==> src/source/xif_pkg.sv <==
package xif_pkg;

  ////////////////////
  // register file
  ////////////////////

  // one scoreboard entry per integer register
  localparam int unsigned NUM_REGS = 32;

  typedef logic [$clog2(NUM_REGS)-1:0] reg_addr_t;

  // offload id wraps modulo 16
  typedef logic [3:0] xif_id_t;

  ////////////////////
  // privilege and mode
  ////////////////////

  // privilege level of the instruction in ID
  typedef enum logic [1:0] {
    PRIV_LVL_U = 2'b00,
    PRIV_LVL_S = 2'b01,
    PRIV_LVL_H = 2'b10,
    PRIV_LVL_M = 2'b11
  } priv_lvl_e;

  // issue mode as seen by the coprocessor
  typedef logic [1:0] xif_mode_t;

  localparam xif_mode_t XIF_MODE_M = 2'd3;
  localparam xif_mode_t XIF_MODE_H = 2'd2;
  localparam xif_mode_t XIF_MODE_S = 2'd1;
  localparam xif_mode_t XIF_MODE_U = 2'd0;

endpackage

==> src/source/xif_issue_if.sv <==
`timescale 1ns/1ps

interface xif_issue_if #(
  parameter int unsigned NUM_RS = 3
);
  import xif_pkg::*;

  // handshake
  logic issue_valid;
  logic issue_ready;

  // coprocessor response, only meaningful on fire
  logic resp_accept;
  logic resp_writeback;
  logic resp_loadstore;

  // instruction currently in ID
  reg_addr_t              rd;
  reg_addr_t [NUM_RS-1:0] rs_addr;

  // dispatcher raises valid and reacts to the response
  modport disp (
    output issue_valid,
    input  issue_ready, resp_accept, resp_writeback, resp_loadstore, rd, rs_addr
  );

  // scoreboard observes the whole issue
  modport sb (
    input issue_valid, issue_ready, resp_accept, resp_writeback, resp_loadstore,
    input rd, rs_addr
  );

  // memory tracker only needs load/store fires
  modport mem (
    input issue_valid, issue_ready, resp_loadstore
  );

endinterface

==> src/source/xif_dispatcher.sv <==
`timescale 1ns/1ps

module xif_dispatcher #(
  parameter int unsigned NUM_RS = 3
) (
  input  logic                clk_i,
  input  logic                rst_ni,

  xif_issue_if.disp           issue_if,

  // from scoreboard and memory tracker
  input  logic [NUM_RS-1:0]   rs_pending_i,
  input  logic                rs_dep_i,
  input  logic                mem_outstanding_i,

  // core decode status
  input  logic                instr_valid_i,
  input  logic                illegal_dec_i,
  input  logic                branch_or_jump_i,
  input  logic                id_ready_i,
  input  logic                ex_valid_i,
  input  logic                ex_ready_i,
  input  xif_pkg::priv_lvl_e  priv_lvl_i,

  // pipeline write ports for forwarding
  input  xif_pkg::reg_addr_t  waddr_ex_i,
  input  xif_pkg::reg_addr_t  waddr_wb_i,
  input  logic                we_ex_i,
  input  logic                we_wb_i,
  input  xif_pkg::reg_addr_t  mem_waddr_ex_i,
  input  logic                mem_we_ex_i,

  // result and memory strobes
  input  logic                result_valid_i,
  input  logic                mem_valid_i,
  input  logic                mem_instr_wb_i,
  input  logic                wb_ready_i,

  // issue request fields
  output xif_pkg::xif_id_t    issue_id_o,
  output xif_pkg::xif_mode_t  issue_mode_o,
  output logic [NUM_RS-1:0]   rs_valid_o,
  output logic [NUM_RS-1:0]   ex_fwd_o,
  output logic [NUM_RS-1:0]   wb_fwd_o,
  output xif_pkg::xif_id_t    compressed_id_o,

  // commit
  output logic                commit_valid_o,
  output xif_pkg::xif_id_t    commit_id_o,

  // memory channel
  output logic                mem_ready_o,
  output logic                mem_data_req_o,
  output logic                mem_result_valid_o,

  // core status
  output logic                stall_o,
  output logic                illegal_o
);
  import xif_pkg::*;

  xif_id_t id_q;
  xif_id_t id_d;
  logic    offloaded_q;
  logic    offloaded_d;
  logic    fire;
  logic    fwd_collision;
  logic    not_ready;
  logic    mem_no_fire;

  ////////////////////
  // issue gating
  ////////////////////

  // EX forward would race with a result write
  assign fwd_collision = result_valid_i & (|ex_fwd_o);

  assign issue_if.issue_valid = instr_valid_i & illegal_dec_i & ~branch_or_jump_i
                              & ~offloaded_q & ~fwd_collision;

  assign fire = issue_if.issue_valid & issue_if.issue_ready;

  // coprocessor refused it too
  assign illegal_o = fire & ~issue_if.resp_accept;

  ////////////////////
  // operands
  ////////////////////

  // forward only while EX holds a live instruction
  always_comb begin
    for (int i = 0; i < NUM_RS; i++) begin
      ex_fwd_o[i] = (issue_if.rs_addr[i] == waddr_ex_i) & we_ex_i & ex_valid_i;
      wb_fwd_o[i] = (issue_if.rs_addr[i] == waddr_wb_i) & we_wb_i & ex_valid_i;
    end
  end

  always_comb begin
    for (int i = 0; i < NUM_RS; i++) begin
      rs_valid_o[i] = (~rs_pending_i[i] | ex_fwd_o[i] | wb_fwd_o[i])
                    & ~((issue_if.rs_addr[i] == mem_waddr_ex_i) & mem_we_ex_i)
                    & ~((issue_if.rs_addr[i] == waddr_wb_i) & ~ex_valid_i);
    end
  end

  ////////////////////
  // id and mode
  ////////////////////

  assign id_d = fire ? id_q + xif_id_t'(1) : id_q;

  assign issue_id_o      = id_q;
  assign commit_id_o     = id_q;
  assign compressed_id_o = id_d;
  assign commit_valid_o  = issue_if.issue_valid;

  always_comb begin
    unique case (priv_lvl_i)
      PRIV_LVL_M: issue_mode_o = XIF_MODE_M;
      PRIV_LVL_H: issue_mode_o = XIF_MODE_H;
      PRIV_LVL_S: issue_mode_o = XIF_MODE_S;
      PRIV_LVL_U: issue_mode_o = XIF_MODE_U;
      default:    issue_mode_o = XIF_MODE_M;
    endcase
  end

  // set on fire, dropped once ID moves on
  always_comb begin
    offloaded_d = offloaded_q;
    if (id_ready_i) begin
      offloaded_d = 1'b0;
    end else if (fire) begin
      offloaded_d = 1'b1;
    end
  end

  always_ff @(posedge clk_i or negedge rst_ni) begin
    if (!rst_ni) begin
      id_q        <= '0;
      offloaded_q <= 1'b0;
    end else begin
      id_q        <= id_d;
      offloaded_q <= offloaded_d;
    end
  end

  ////////////////////
  // memory and stall
  ////////////////////

  assign mem_ready_o        = ex_ready_i;
  assign mem_data_req_o     = mem_valid_i & mem_ready_o;
  assign mem_result_valid_o = mem_instr_wb_i & wb_ready_i;

  assign not_ready   = issue_if.issue_valid & ~issue_if.issue_ready;
  assign mem_no_fire = mem_data_req_o & ~fire;

  assign stall_o = rs_dep_i | mem_outstanding_i | not_ready | mem_no_fire | fwd_collision;

endmodule

==> src/source/xif_mem_tracker.sv <==
`timescale 1ns/1ps

module xif_mem_tracker #(
  parameter int unsigned MEM_CNT_W = 4
) (
  input  logic     clk_i,
  input  logic     rst_ni,

  xif_issue_if.mem issue_if,

  // memory request accepted by the core this cycle
  input  logic     mem_data_req_i,
  // core decoder wants its own data access
  input  logic     data_req_dec_i,
  output logic     mem_outstanding_o
);

  localparam logic [MEM_CNT_W-1:0] CNT_ONE = MEM_CNT_W'(1);

  logic [MEM_CNT_W-1:0] cnt_q;
  logic [MEM_CNT_W-1:0] cnt_d;
  logic                 inc;
  logic                 dec;

  // offloaded load/store still waiting for its request
  assign inc = issue_if.issue_valid & issue_if.issue_ready & issue_if.resp_loadstore;
  assign dec = mem_data_req_i;

  // hold when both or neither
  always_comb begin
    cnt_d = cnt_q;
    if (inc && !dec) begin
      cnt_d = cnt_q + CNT_ONE;
    end else if (dec && !inc) begin
      cnt_d = cnt_q - CNT_ONE;
    end
  end

  always_ff @(posedge clk_i or negedge rst_ni) begin
    if (!rst_ni) begin
      cnt_q <= '0;
    end else begin
      cnt_q <= cnt_d;
    end
  end

  // keep core accesses behind pending coprocessor ones
  assign mem_outstanding_o = data_req_dec_i & (cnt_q != '0);

endmodule

==> src/source/xif_offload_top.sv <==
`timescale 1ns/1ps

module xif_offload_top #(
  parameter int unsigned NUM_RS    = 3,
  parameter int unsigned MEM_CNT_W = 4
) (
  input  logic                            clk_i,
  input  logic                            rst_ni,

  // issue channel
  output logic                            issue_valid_o,
  input  logic                            issue_ready_i,
  input  logic                            issue_resp_accept_i,
  input  logic                            issue_resp_writeback_i,
  input  logic                            issue_resp_loadstore_i,
  output xif_pkg::xif_id_t                issue_id_o,
  output xif_pkg::xif_mode_t              issue_mode_o,
  output logic [NUM_RS-1:0]               rs_valid_o,
  output xif_pkg::xif_id_t                compressed_id_o,

  // commit
  output logic                            commit_valid_o,
  output xif_pkg::xif_id_t                commit_id_o,

  // memory and memory result
  input  logic                            mem_valid_i,
  output logic                            mem_ready_o,
  output logic                            mem_data_req_o,
  output logic                            mem_result_valid_o,
  input  logic                            mem_instr_wb_i,
  input  logic                            wb_ready_i,

  // result channel
  input  logic                            result_valid_i,
  input  xif_pkg::reg_addr_t              result_rd_i,
  input  logic                            result_we_i,

  // instruction in ID
  input  logic                            instr_valid_i,
  input  logic                            illegal_dec_i,
  input  logic                            branch_or_jump_i,
  input  logic                            id_ready_i,
  input  xif_pkg::priv_lvl_e              priv_lvl_i,
  input  xif_pkg::reg_addr_t              rd_i,
  input  xif_pkg::reg_addr_t [NUM_RS-1:0] rs_addr_i,
  input  logic [NUM_RS-1:0]               regs_used_i,
  input  logic                            data_req_dec_i,

  // pipeline state
  input  logic                            ex_valid_i,
  input  logic                            ex_ready_i,
  input  xif_pkg::reg_addr_t              waddr_ex_i,
  input  xif_pkg::reg_addr_t              waddr_wb_i,
  input  logic                            we_ex_i,
  input  logic                            we_wb_i,
  input  xif_pkg::reg_addr_t              mem_waddr_ex_i,
  input  logic                            mem_we_ex_i,
  output logic [NUM_RS-1:0]               ex_fwd_o,
  output logic [NUM_RS-1:0]               wb_fwd_o,

  // core status
  output logic                            stall_o,
  output logic                            illegal_o
);

  logic [NUM_RS-1:0] rs_pending;
  logic              rs_dep;
  logic              mem_outstanding;

  xif_issue_if #(.NUM_RS(NUM_RS)) u_issue_if ();

  // coprocessor side of the handshake
  assign u_issue_if.issue_ready    = issue_ready_i;
  assign u_issue_if.resp_accept    = issue_resp_accept_i;
  assign u_issue_if.resp_writeback = issue_resp_writeback_i;
  assign u_issue_if.resp_loadstore = issue_resp_loadstore_i;
  assign u_issue_if.rd             = rd_i;
  assign u_issue_if.rs_addr        = rs_addr_i;
  assign issue_valid_o             = u_issue_if.issue_valid;

  xif_dispatcher #(.NUM_RS(NUM_RS)) u_dispatcher (
    .clk_i, .rst_ni,
    .issue_if          (u_issue_if.disp),
    .rs_pending_i      (rs_pending),
    .rs_dep_i          (rs_dep),
    .mem_outstanding_i (mem_outstanding),
    .instr_valid_i, .illegal_dec_i, .branch_or_jump_i, .id_ready_i,
    .ex_valid_i, .ex_ready_i, .priv_lvl_i,
    .waddr_ex_i, .waddr_wb_i, .we_ex_i, .we_wb_i, .mem_waddr_ex_i, .mem_we_ex_i,
    .result_valid_i, .mem_valid_i, .mem_instr_wb_i, .wb_ready_i,
    .issue_id_o, .issue_mode_o, .rs_valid_o, .ex_fwd_o, .wb_fwd_o, .compressed_id_o,
    .commit_valid_o, .commit_id_o,
    .mem_ready_o, .mem_data_req_o, .mem_result_valid_o,
    .stall_o, .illegal_o
  );

  xif_scoreboard #(.NUM_RS(NUM_RS)) u_scoreboard (
    .clk_i, .rst_ni,
    .issue_if     (u_issue_if.sb),
    .result_valid_i, .result_rd_i, .result_we_i,
    .regs_used_i,
    .rs_pending_o (rs_pending),
    .rs_dep_o     (rs_dep)
  );

  // request strobe loops back from the dispatcher
  xif_mem_tracker #(.MEM_CNT_W(MEM_CNT_W)) u_mem_tracker (
    .clk_i, .rst_ni,
    .issue_if          (u_issue_if.mem),
    .mem_data_req_i    (mem_data_req_o),
    .data_req_dec_i,
    .mem_outstanding_o (mem_outstanding)
  );

endmodule

==> src/source/xif_scoreboard.sv <==
`timescale 1ns/1ps

module xif_scoreboard #(
  parameter int unsigned NUM_RS = 3
) (
  input  logic               clk_i,
  input  logic               rst_ni,

  xif_issue_if.sb            issue_if,

  // result channel from the coprocessor
  input  logic               result_valid_i,
  input  xif_pkg::reg_addr_t result_rd_i,
  input  logic               result_we_i,

  // operand usage of the instruction in ID
  input  logic [NUM_RS-1:0]  regs_used_i,
  output logic [NUM_RS-1:0]  rs_pending_o,
  output logic               rs_dep_o
);
  import xif_pkg::*;

  logic [NUM_REGS-1:0] pending_q;
  logic [NUM_REGS-1:0] pending_d;
  logic                fire;
  logic                set_rd;
  logic                clr_result;

  ////////////////////
  // table update
  ////////////////////

  assign fire = issue_if.issue_valid & issue_if.issue_ready;

  // no set when the same register is being returned right now
  assign set_rd = fire & issue_if.resp_writeback
                & ~(result_valid_i & (result_rd_i == issue_if.rd));

  assign clr_result = result_valid_i & result_we_i;

  always_comb begin
    pending_d = pending_q;
    if (set_rd) begin
      pending_d[issue_if.rd] = 1'b1;
    end
    // clear applied last so it wins
    if (clr_result) begin
      pending_d[result_rd_i] = 1'b0;
    end
  end

  always_ff @(posedge clk_i or negedge rst_ni) begin
    if (!rst_ni) begin
      pending_q <= '0;
    end else begin
      pending_q <= pending_d;
    end
  end

  ////////////////////
  // dependency check
  ////////////////////

  always_comb begin
    rs_dep_o = 1'b0;
    for (int i = 0; i < NUM_RS; i++) begin
      rs_pending_o[i] = pending_q[issue_if.rs_addr[i]];
      // a register written back this cycle is no longer a hazard
      rs_dep_o = rs_dep_o
               | (regs_used_i[i] & pending_q[issue_if.rs_addr[i]]
                  & ~(clr_result & (result_rd_i == issue_if.rs_addr[i])));
    end
  end

endmodule
==> config.mk <==
export PLATFORM = sky130hd
export DESIGN_NAME = xif_offload_top
export DESIGN_NICKNAME = d
export VERILOG_FILES = /design/src/source/xif_pkg.sv /design/src/source/xif_issue_if.sv /design/src/source/xif_dispatcher.sv /design/src/source/xif_mem_tracker.sv /design/src/source/xif_offload_top.sv /design/src/source/xif_scoreboard.sv
export SDC_FILE = /design/constraint.sdc
export NUM_CORES = 1
export LEC_CHECK = 0
export BUFFER_PORTS_ARGS = -buffer_cell sky130_fd_sc_hd__buf_2
export CAP_MARGIN = 20
export CORE_ASPECT_RATIO = 1.75
export CORE_UTILIZATION = 40
export CTS_CLUSTER_DIAMETER = 80
export DETAILED_ROUTE_END_ITERATION = 8
export GPL_TIMING_DRIVEN = 0
export HOLD_SLACK_MARGIN = 0.1
export PLACE_DENSITY_LB_ADDON = 0.2
export SYNTH_ARGS = -nofsm -noshare
export SYNTH_HDL_FRONTEND = slang
export SYNTH_SLANG_ARGS = --single-unit
==> constraint.sdc <==
create_clock -name clk_i -period 2.95 [get_ports clk_i]
set_input_delay 0.7375 -clock clk_i [delete_from_list [all_inputs] [get_ports clk_i]]
set_output_delay 0.7375 -clock clk_i [all_outputs]
set_load 0.02 [all_outputs]
== Word-level counts from Yosys, hierarchy flattened ==
Index checks and enable logic that the tools add are counted.

* Output and inout bits: 30
* Memories: 0
* Word-level logic and storage cells: 144
* Bits in writable memories: 0
* ROM bits: 0
* Latch bits: 0
* Register bits: 41
* Input bits: 66

* $mul: 0
* Bitwise operators: 85
* Eq/ne operators: 16
* Order comparisons: 7
* Shift-type cells: 0
* Muxes and demuxes: 18
* $add $sub $neg: 3
* Reduce and logical (&&, ||, !) cells: 11
* Div/mod/pow operators: 0

{| class="wikitable"
|+ Operator list
! cell !! number
|-
| == test 5 bit || 13
|-
| 2-to-1 mux 32 bit || 2
|-
| AND 1 bit || 50
|-
| AND 32 bit || 1
|-
| inverter 32 bit || 1
|-
| OR 32 bit || 1
|-
| less-than comparator 5 x 6 -> 1 bit (second input constant) || 5
|-
| inverter 1 bit || 20
|-
| binary-select mux 1 bit (select 5 bit) || 3
|-
| 2-to-1 mux 4 bit || 3
|-
| OR 1 bit || 12
|-
| demux 1 bit (select 5 bit) || 2
|-
| greater-or-equal comparator 5 x 1 -> 1 bit (second input constant) || 2
|-
| adder 4 x 1 -> 4 bit (second input constant) || 2
|-
| one-hot mux 2 bit (4 select lines) || 1
|-
| 2-to-1 mux 1 bit || 7
|-
| == test 2 bit (second input constant) || 2
|-
| logical AND 1 bit || 4
|-
| nonzero test 2 bit || 2
|-
| nonzero test 4 bit || 1
|-
| subtractor 4 x 1 -> 4 bit (second input constant) || 1
|-
| OR reduction 3 bit || 1
|-
| == test 2 x 1 -> 1 bit (second input constant) || 1
|-
| logical NOT 1 bit || 2
|-
| logical NOT 2 bit || 1
|}

== Longest topological paths before layout ==
* Depth after elaboration: 13
* Depth in mapped cells: 16
* Gate-level depth less buffers: 14

== Cells and area by module ==
A second synthesis with hierarchy kept.

* Cells, all modules: 452
* Area, all modules: 4,042.6 µm²

{| class="wikitable"
|+ By module, submodules not included
! module !! cells an instance !! area each (µm²) !! seq. area each (µm²) !! instances
|-
| xif_scoreboard || 280 || 2,606.2 || 800.8 || 1
|-
| xif_dispatcher || 141 || 1,111.1 || 125.1 || 1
|-
| xif_mem_tracker || 31 || 325.3 || 100.1 || 1
|}

== Worst setup path before layout ==
No wires, ideal clock.

* Path kind: in2reg
* Start: in rs_addr_i[14] (netlist bit)
* End: reg u_mem_tracker.cnt_q[3]
* Arrival time: 3.534 ns
* Setup time: 0.125 ns
* Data required time: 2.825 ns
* Path buffers: 2
* Slack: -0.709 ns
* Cell stages on the path: 16
* Cell sequence: buf_2 > xnor2_1 > nand4_1 > nor3_1 > o31a_4 > nor2_8 > buf_6 > and2_1 > ha_1 > inv_1 > ha_1 > a21o_1 > a21oi_1 > xnor2_1 > nor2_1 > xor2_1

* Longest elaborated chain between the ends: 12
* Elaborated cells between the ends (all ways): 14
* Classes of those cells: eq/ne: 1; mux: 1; bitwise: 7; reduce/logical: 5

{| class="wikitable"
|+ RTL lines
! what !! line !! RTL
|-
| start, declared || xif_offload_top.sv:45 || <nowiki>input xif_pkg::reg_addr_t [NUM_RS-1:0] rs_addr_i,</nowiki>
|-
| == test 5 bit (*) || xif_dispatcher.sv:93 || <nowiki>ex_fwd_o[i] = (issue_if.rs_addr[i] == waddr_ex_i) & we_ex_i & ex_valid_i;</nowiki>
|-
| AND 1 bit (*) (2 in a row) || xif_dispatcher.sv:93 ||
|-
| net ex_fwd_o[2] || xif_offload_top.sv:58 || <nowiki>output logic [NUM_RS-1:0] ex_fwd_o,</nowiki>
|-
| OR reduction 3 bit (*) || xif_dispatcher.sv:76 || <nowiki>assign fwd_collision = result_valid_i & (|ex_fwd_o);</nowiki>
|-
| AND 1 bit (*) || xif_dispatcher.sv:76 ||
|-
| inverter 1 bit (*) || xif_dispatcher.sv:79 || <nowiki>& ~offloaded_q & ~fwd_collision;</nowiki>
|-
| AND 1 bit (*) || xif_dispatcher.sv:79 ||
|-
| AND 1 bit (*) (2 in a row) || xif_mem_tracker.sv:26 || <nowiki>assign inc = issue_if.issue_valid & issue_if.issue_ready & issue_if.resp_loadstore;</nowiki>
|-
| logical NOT 1 bit || xif_mem_tracker.sv:34 || <nowiki>end else if (dec && !inc) begin</nowiki>
|-
| logical AND 1 bit || xif_mem_tracker.sv:34 ||
|-
| nonzero test 2 bit (no source line) || n/a ||
|-
| end signal, assigned || xif_mem_tracker.sv:43 || <nowiki>cnt_q <= cnt_d;</nowiki>
|-
| end, declared || xif_mem_tracker.sv:20 || <nowiki>logic [MEM_CNT_W-1:0] cnt_q;</nowiki>
|}

Mark *: on every way through the listed nets, which the timed path passes. The rest lies on a longest branch.
A chain may end at the register's enable or synchronous reset.

== Worst setup path in the final report ==
* Start: in rs_addr_i[13] (netlist bit)
* End: out compressed_id_o[1]

* Longest elaborated chain between the ends: 9

{| class="wikitable"
|+ RTL lines
! what !! line !! RTL
|-
| == test 5 bit || xif_dispatcher.sv:93 ||
|-
| AND 1 bit (2 in a row) || xif_dispatcher.sv:93 ||
|-
| OR reduction 3 bit || xif_dispatcher.sv:76 ||
|-
| AND 1 bit || xif_dispatcher.sv:76 ||
|-
| inverter 1 bit || xif_dispatcher.sv:79 ||
|-
| AND 1 bit || xif_dispatcher.sv:79 ||
|-
| AND 1 bit || xif_dispatcher.sv:81 || <nowiki>assign fire = issue_if.issue_valid & issue_if.issue_ready;</nowiki>
|-
| 2-to-1 mux 4 bit || xif_dispatcher.sv:110 || <nowiki>assign id_d = fire ? id_q + xif_id_t'(1) : id_q;</nowiki>
|-
| end, declared || xif_offload_top.sv:19 || <nowiki>output xif_pkg::xif_id_t compressed_id_o,</nowiki>
|}

Every way passes these cells.

==> key figures <==
Hold path
  • Hold Path End: u_mem_tracker.cnt_q[3]
  • Hold crit path type: reg -> reg
  • Hold path depth: 1
  • Beginning of the worst hold path: u_mem_tracker.cnt_q[3]

Pwr
  • Power density cells: 420 nW/um^2
  • Share of power burned in registers: 0.311
  • Sw frac: 0.354
  • Pwr Total: ~0.0024 W
  • Max VDD drop: 0.536 mV
  • Internal power: 0.00154 W
  • Clock share of power: 0.271
  • Logic pwr share: 0.418
  • Switching pwr: 0.000844 W
  • Leak pwr: 2.50 nW

Finish
  • Area of the multi-input gates: around 3100 sq um
  • Non-filler instance count after layout: 719
  • Final #Nets: 664
  • Fillers: 886
  • Design area: 5670 sq um
  • Most frequent cells in the layout: 69 x buf_2, 54 x nand2_1, 49 x nor2_1
  • Share of cells above drive strength 1: 0.345
  • Antenna diodes: 0
  • Area occupied by registers: between 1000 and 1500 sq um
  • Area Growth Syn to Fin: 38.8%
  • Commonest non-fill, non-tap cell in the layout: buf_2

Global routing
  • Largest net degree at the start of global routing: 42
  • Grt ovf: 0
  • GRT Total Usage: 0.281
  • Vias in the first global route: 4209
  • Global-route wire length before repair: 22.5 mm
  • Initial antenna violation count: 0

Clock network
  • TritonCTS Buffers: 5
  • CTS tree: built
  • Clock-pin slew on the worst setup and hold paths: 0.06 ns
  • H-tree lvl count: 2
  • Clk buf depth: 2
  • Clock root cell: clkbuf_16
  • Insertion delay to the later sink of the worst-skew pair: 0.29 ns
  • TritonCTS Sinks: just over 40

STA
  • Max Freq: 335 MHz
  • Setup WS post-layout: -0.0383 ns
  • Final Max Tran Viols: 0
  • Least-Margin Pin Slew: 1.11 ns
  • Min Tclk post-route: 2.99 ns
  • Final Hold Fails: 0
  • # setup viols final: 5
  • Period utilisation layout: 1.01
  • RSZ-0062 raised after global routing: yes
  • Rel. slew slack: 0.255
  • Clock Skews: 0.00769 ns

Floorplanning
  • Die Ht: approximately 140 microns
  • Row count: 48
  • Initial core utilization: 0.412
  • Boundary Pins: 96
  • Core outline area: 9910 sq um
  • Die X-Extent: 78.4 microns
  • Die ar.: roughly 11000 sq um

Worst setup path
  • R2R depth: 13
  • Endpoint type of the worst setup path: primary output
  • CP required: 2.21 ns
  • CP Class: in -> out
  • Reg-to-Reg End: u_mem_tracker.cnt_q[3]
  • Worst flop-to-flop path startpoint: u_dispatcher.offloaded_q
  • Crit start category: input port
  • Critical Path AT: 2.25 ns
  • Crit Path Max Fanout: 5
  • R2R setup slack: around 0.40 ns

Synthesis
  • Synthesized area per cell: 8.46 sq um
  • Async S/R FF share, synth: 1.00
  • Post-Synthesis Cells: between 400 and 500
  • Flops & latches, synth: 41
  • Post-Syn Area: 4090 sq um
  • Main flop type after synthesis: dfrtp_1
  • Yosys warns: 0
  • Number of flops mapped to enable cells by yosys: 0
  • Post-Syn Nets: between 500 and 600
  • Yosys cell types: 54
  • Register area share after synthesis: 0.251

Route
  • DRC: 0
  • WL per Instance: 20.9 microns
  • Post-route ant nets: 0
  • Via/cell ratio: 5.98
  • Number of DRC markers in iteration 0: 189
  • WL final: 15.0 mm
  • Drt pass-1 iters: 7
  • Via count: 4297

Placed design
  • Placed Cells: 687
  • Placed Area: between 4000 and 5000 sq um
  • Gp weighted congestion: 0.955
  • Detailed Place HPWL: around 11 mm
  • IO Port Bufs: 77

Job
  • Max Cap Viol: 0

Outcome
  • Status: finished with violations
  • Failing checks: negative setup slack
## Yosys cell counts (all sizes together) (4+ instances only)
master  count  area share
nand4       8       0.012
inv         7      0.0064
nor3       10       0.013
buf        37       0.054
o31a        7       0.017
nand2b      6      0.0092
nor2b      10       0.015
nand2      55       0.051
and2        4      0.0061
o21ai       5      0.0061
nand3      14       0.017
xnor2      34       0.073
a32o       31       0.076
nor4        4      0.0061
a31oi       4      0.0061
a22oi       9       0.017
dfrtp      41        0.25
a21oi       9       0.011
mux2i      45        0.11
ha          4       0.012
clkbuf      8      0.0073
xor2       36       0.077
nor3b       6       0.012
and3        4      0.0061
nor2       53       0.053
a22o        4      0.0086
## worst max path at each step
stage,startpoint,end,cells past startpoint
4_1_cts,rs_addr_i[10],compressed_id_o[0],9
3_3_place_gp,ex_valid_i,u_mem_tracker.cnt_q[3],16
2_1_floorplan,rs_addr_i[7],u_mem_tracker.cnt_q[3],16
5_1_grt,waddr_ex_i[3],u_mem_tracker.cnt_q[3],16
6_report,rs_addr_i[13],compressed_id_o[1],8
3_5_place_dp,ex_valid_i,u_mem_tracker.cnt_q[3],16
## kinds of logic (layout without fill, tap and decap cells)
group           after synthesis  count (layout)  synth area share
simple gates                186             186             0.228
compound gates               82              82             0.170
xor+xnor                     70              70             0.150
buf+inv                      52             163            0.0677
mux                          47              47             0.116
flops                        41              41             0.251
fa+ha+maj                     5               5            0.0171
## stage by stage
step	hold slack, ns	worst slack (ns)	TNS [ns]	utilization
after floorplan	0.442	-0.269	-0.524	-
after global placement	0.465	-0.481	-2.70	0.477
after detailed placement	0.480	-0.519	-2.92	0.478
after CTS	0.491	-0.0231	-0.0664	0.537
after global routing	0.510	-0.0906	-0.545	0.572
final	0.481	-0.0383	-0.110	0.572
## metal layers
layer	wire, microns	track usage
met1	5130	0.278
met2	8280	0.549
met3	560	0.0182
met4	1040	0.183
met5	0	0
## power groups by stage
stage	logic, W	registers [W]	clock network (W)
3_5_place_dp	0.000836	0.000743	0
2_1_floorplan	0.000551	0.000751	0
3_3_place_gp	0.000825	0.000740	0
4_1_cts	0.000932	0.000737	0.000647
6_report	0.000996	0.000742	0.000645
5_1_grt	0.00107	0.000755	0.000664
## what timing repair did
item	in CTS	in global routing
setup endpoints to repair	11	10
pin swaps	19	23
gates cloned	0	2
setup buffers	12	13
hold buffers	0	0
gates resized for setup	85	49
## layout make-up
class                   count  area share
inverters                   7     0.00552
flip-flops and latches     41       0.181
repair buffers            106       0.136
well taps                 125      0.0276
clock buffers               7      0.0251
multi-input cells         390       0.547
clock inverters             1     0.00529
plain buffers              42      0.0732
## critical path, stage by stage
cell and delay (ns):
buf_12 0.12, xnor2_4 0.13, nand4_1 0.15, nor3_4 0.06, o31a_4 0.42, nor2_8 0.17, mux2_4 0.33, buf_6 0.13
## registers in the layout, indices dropped and copies added (netlist names)
signal / cells
u_dispatcher.commit_id_o: 4
u_scoreboard.pending_q: 32
u_dispatcher.offloaded_q: 1
u_mem_tracker.cnt_q: 4
Note: power is estimated with default switching activity, not from simulation.
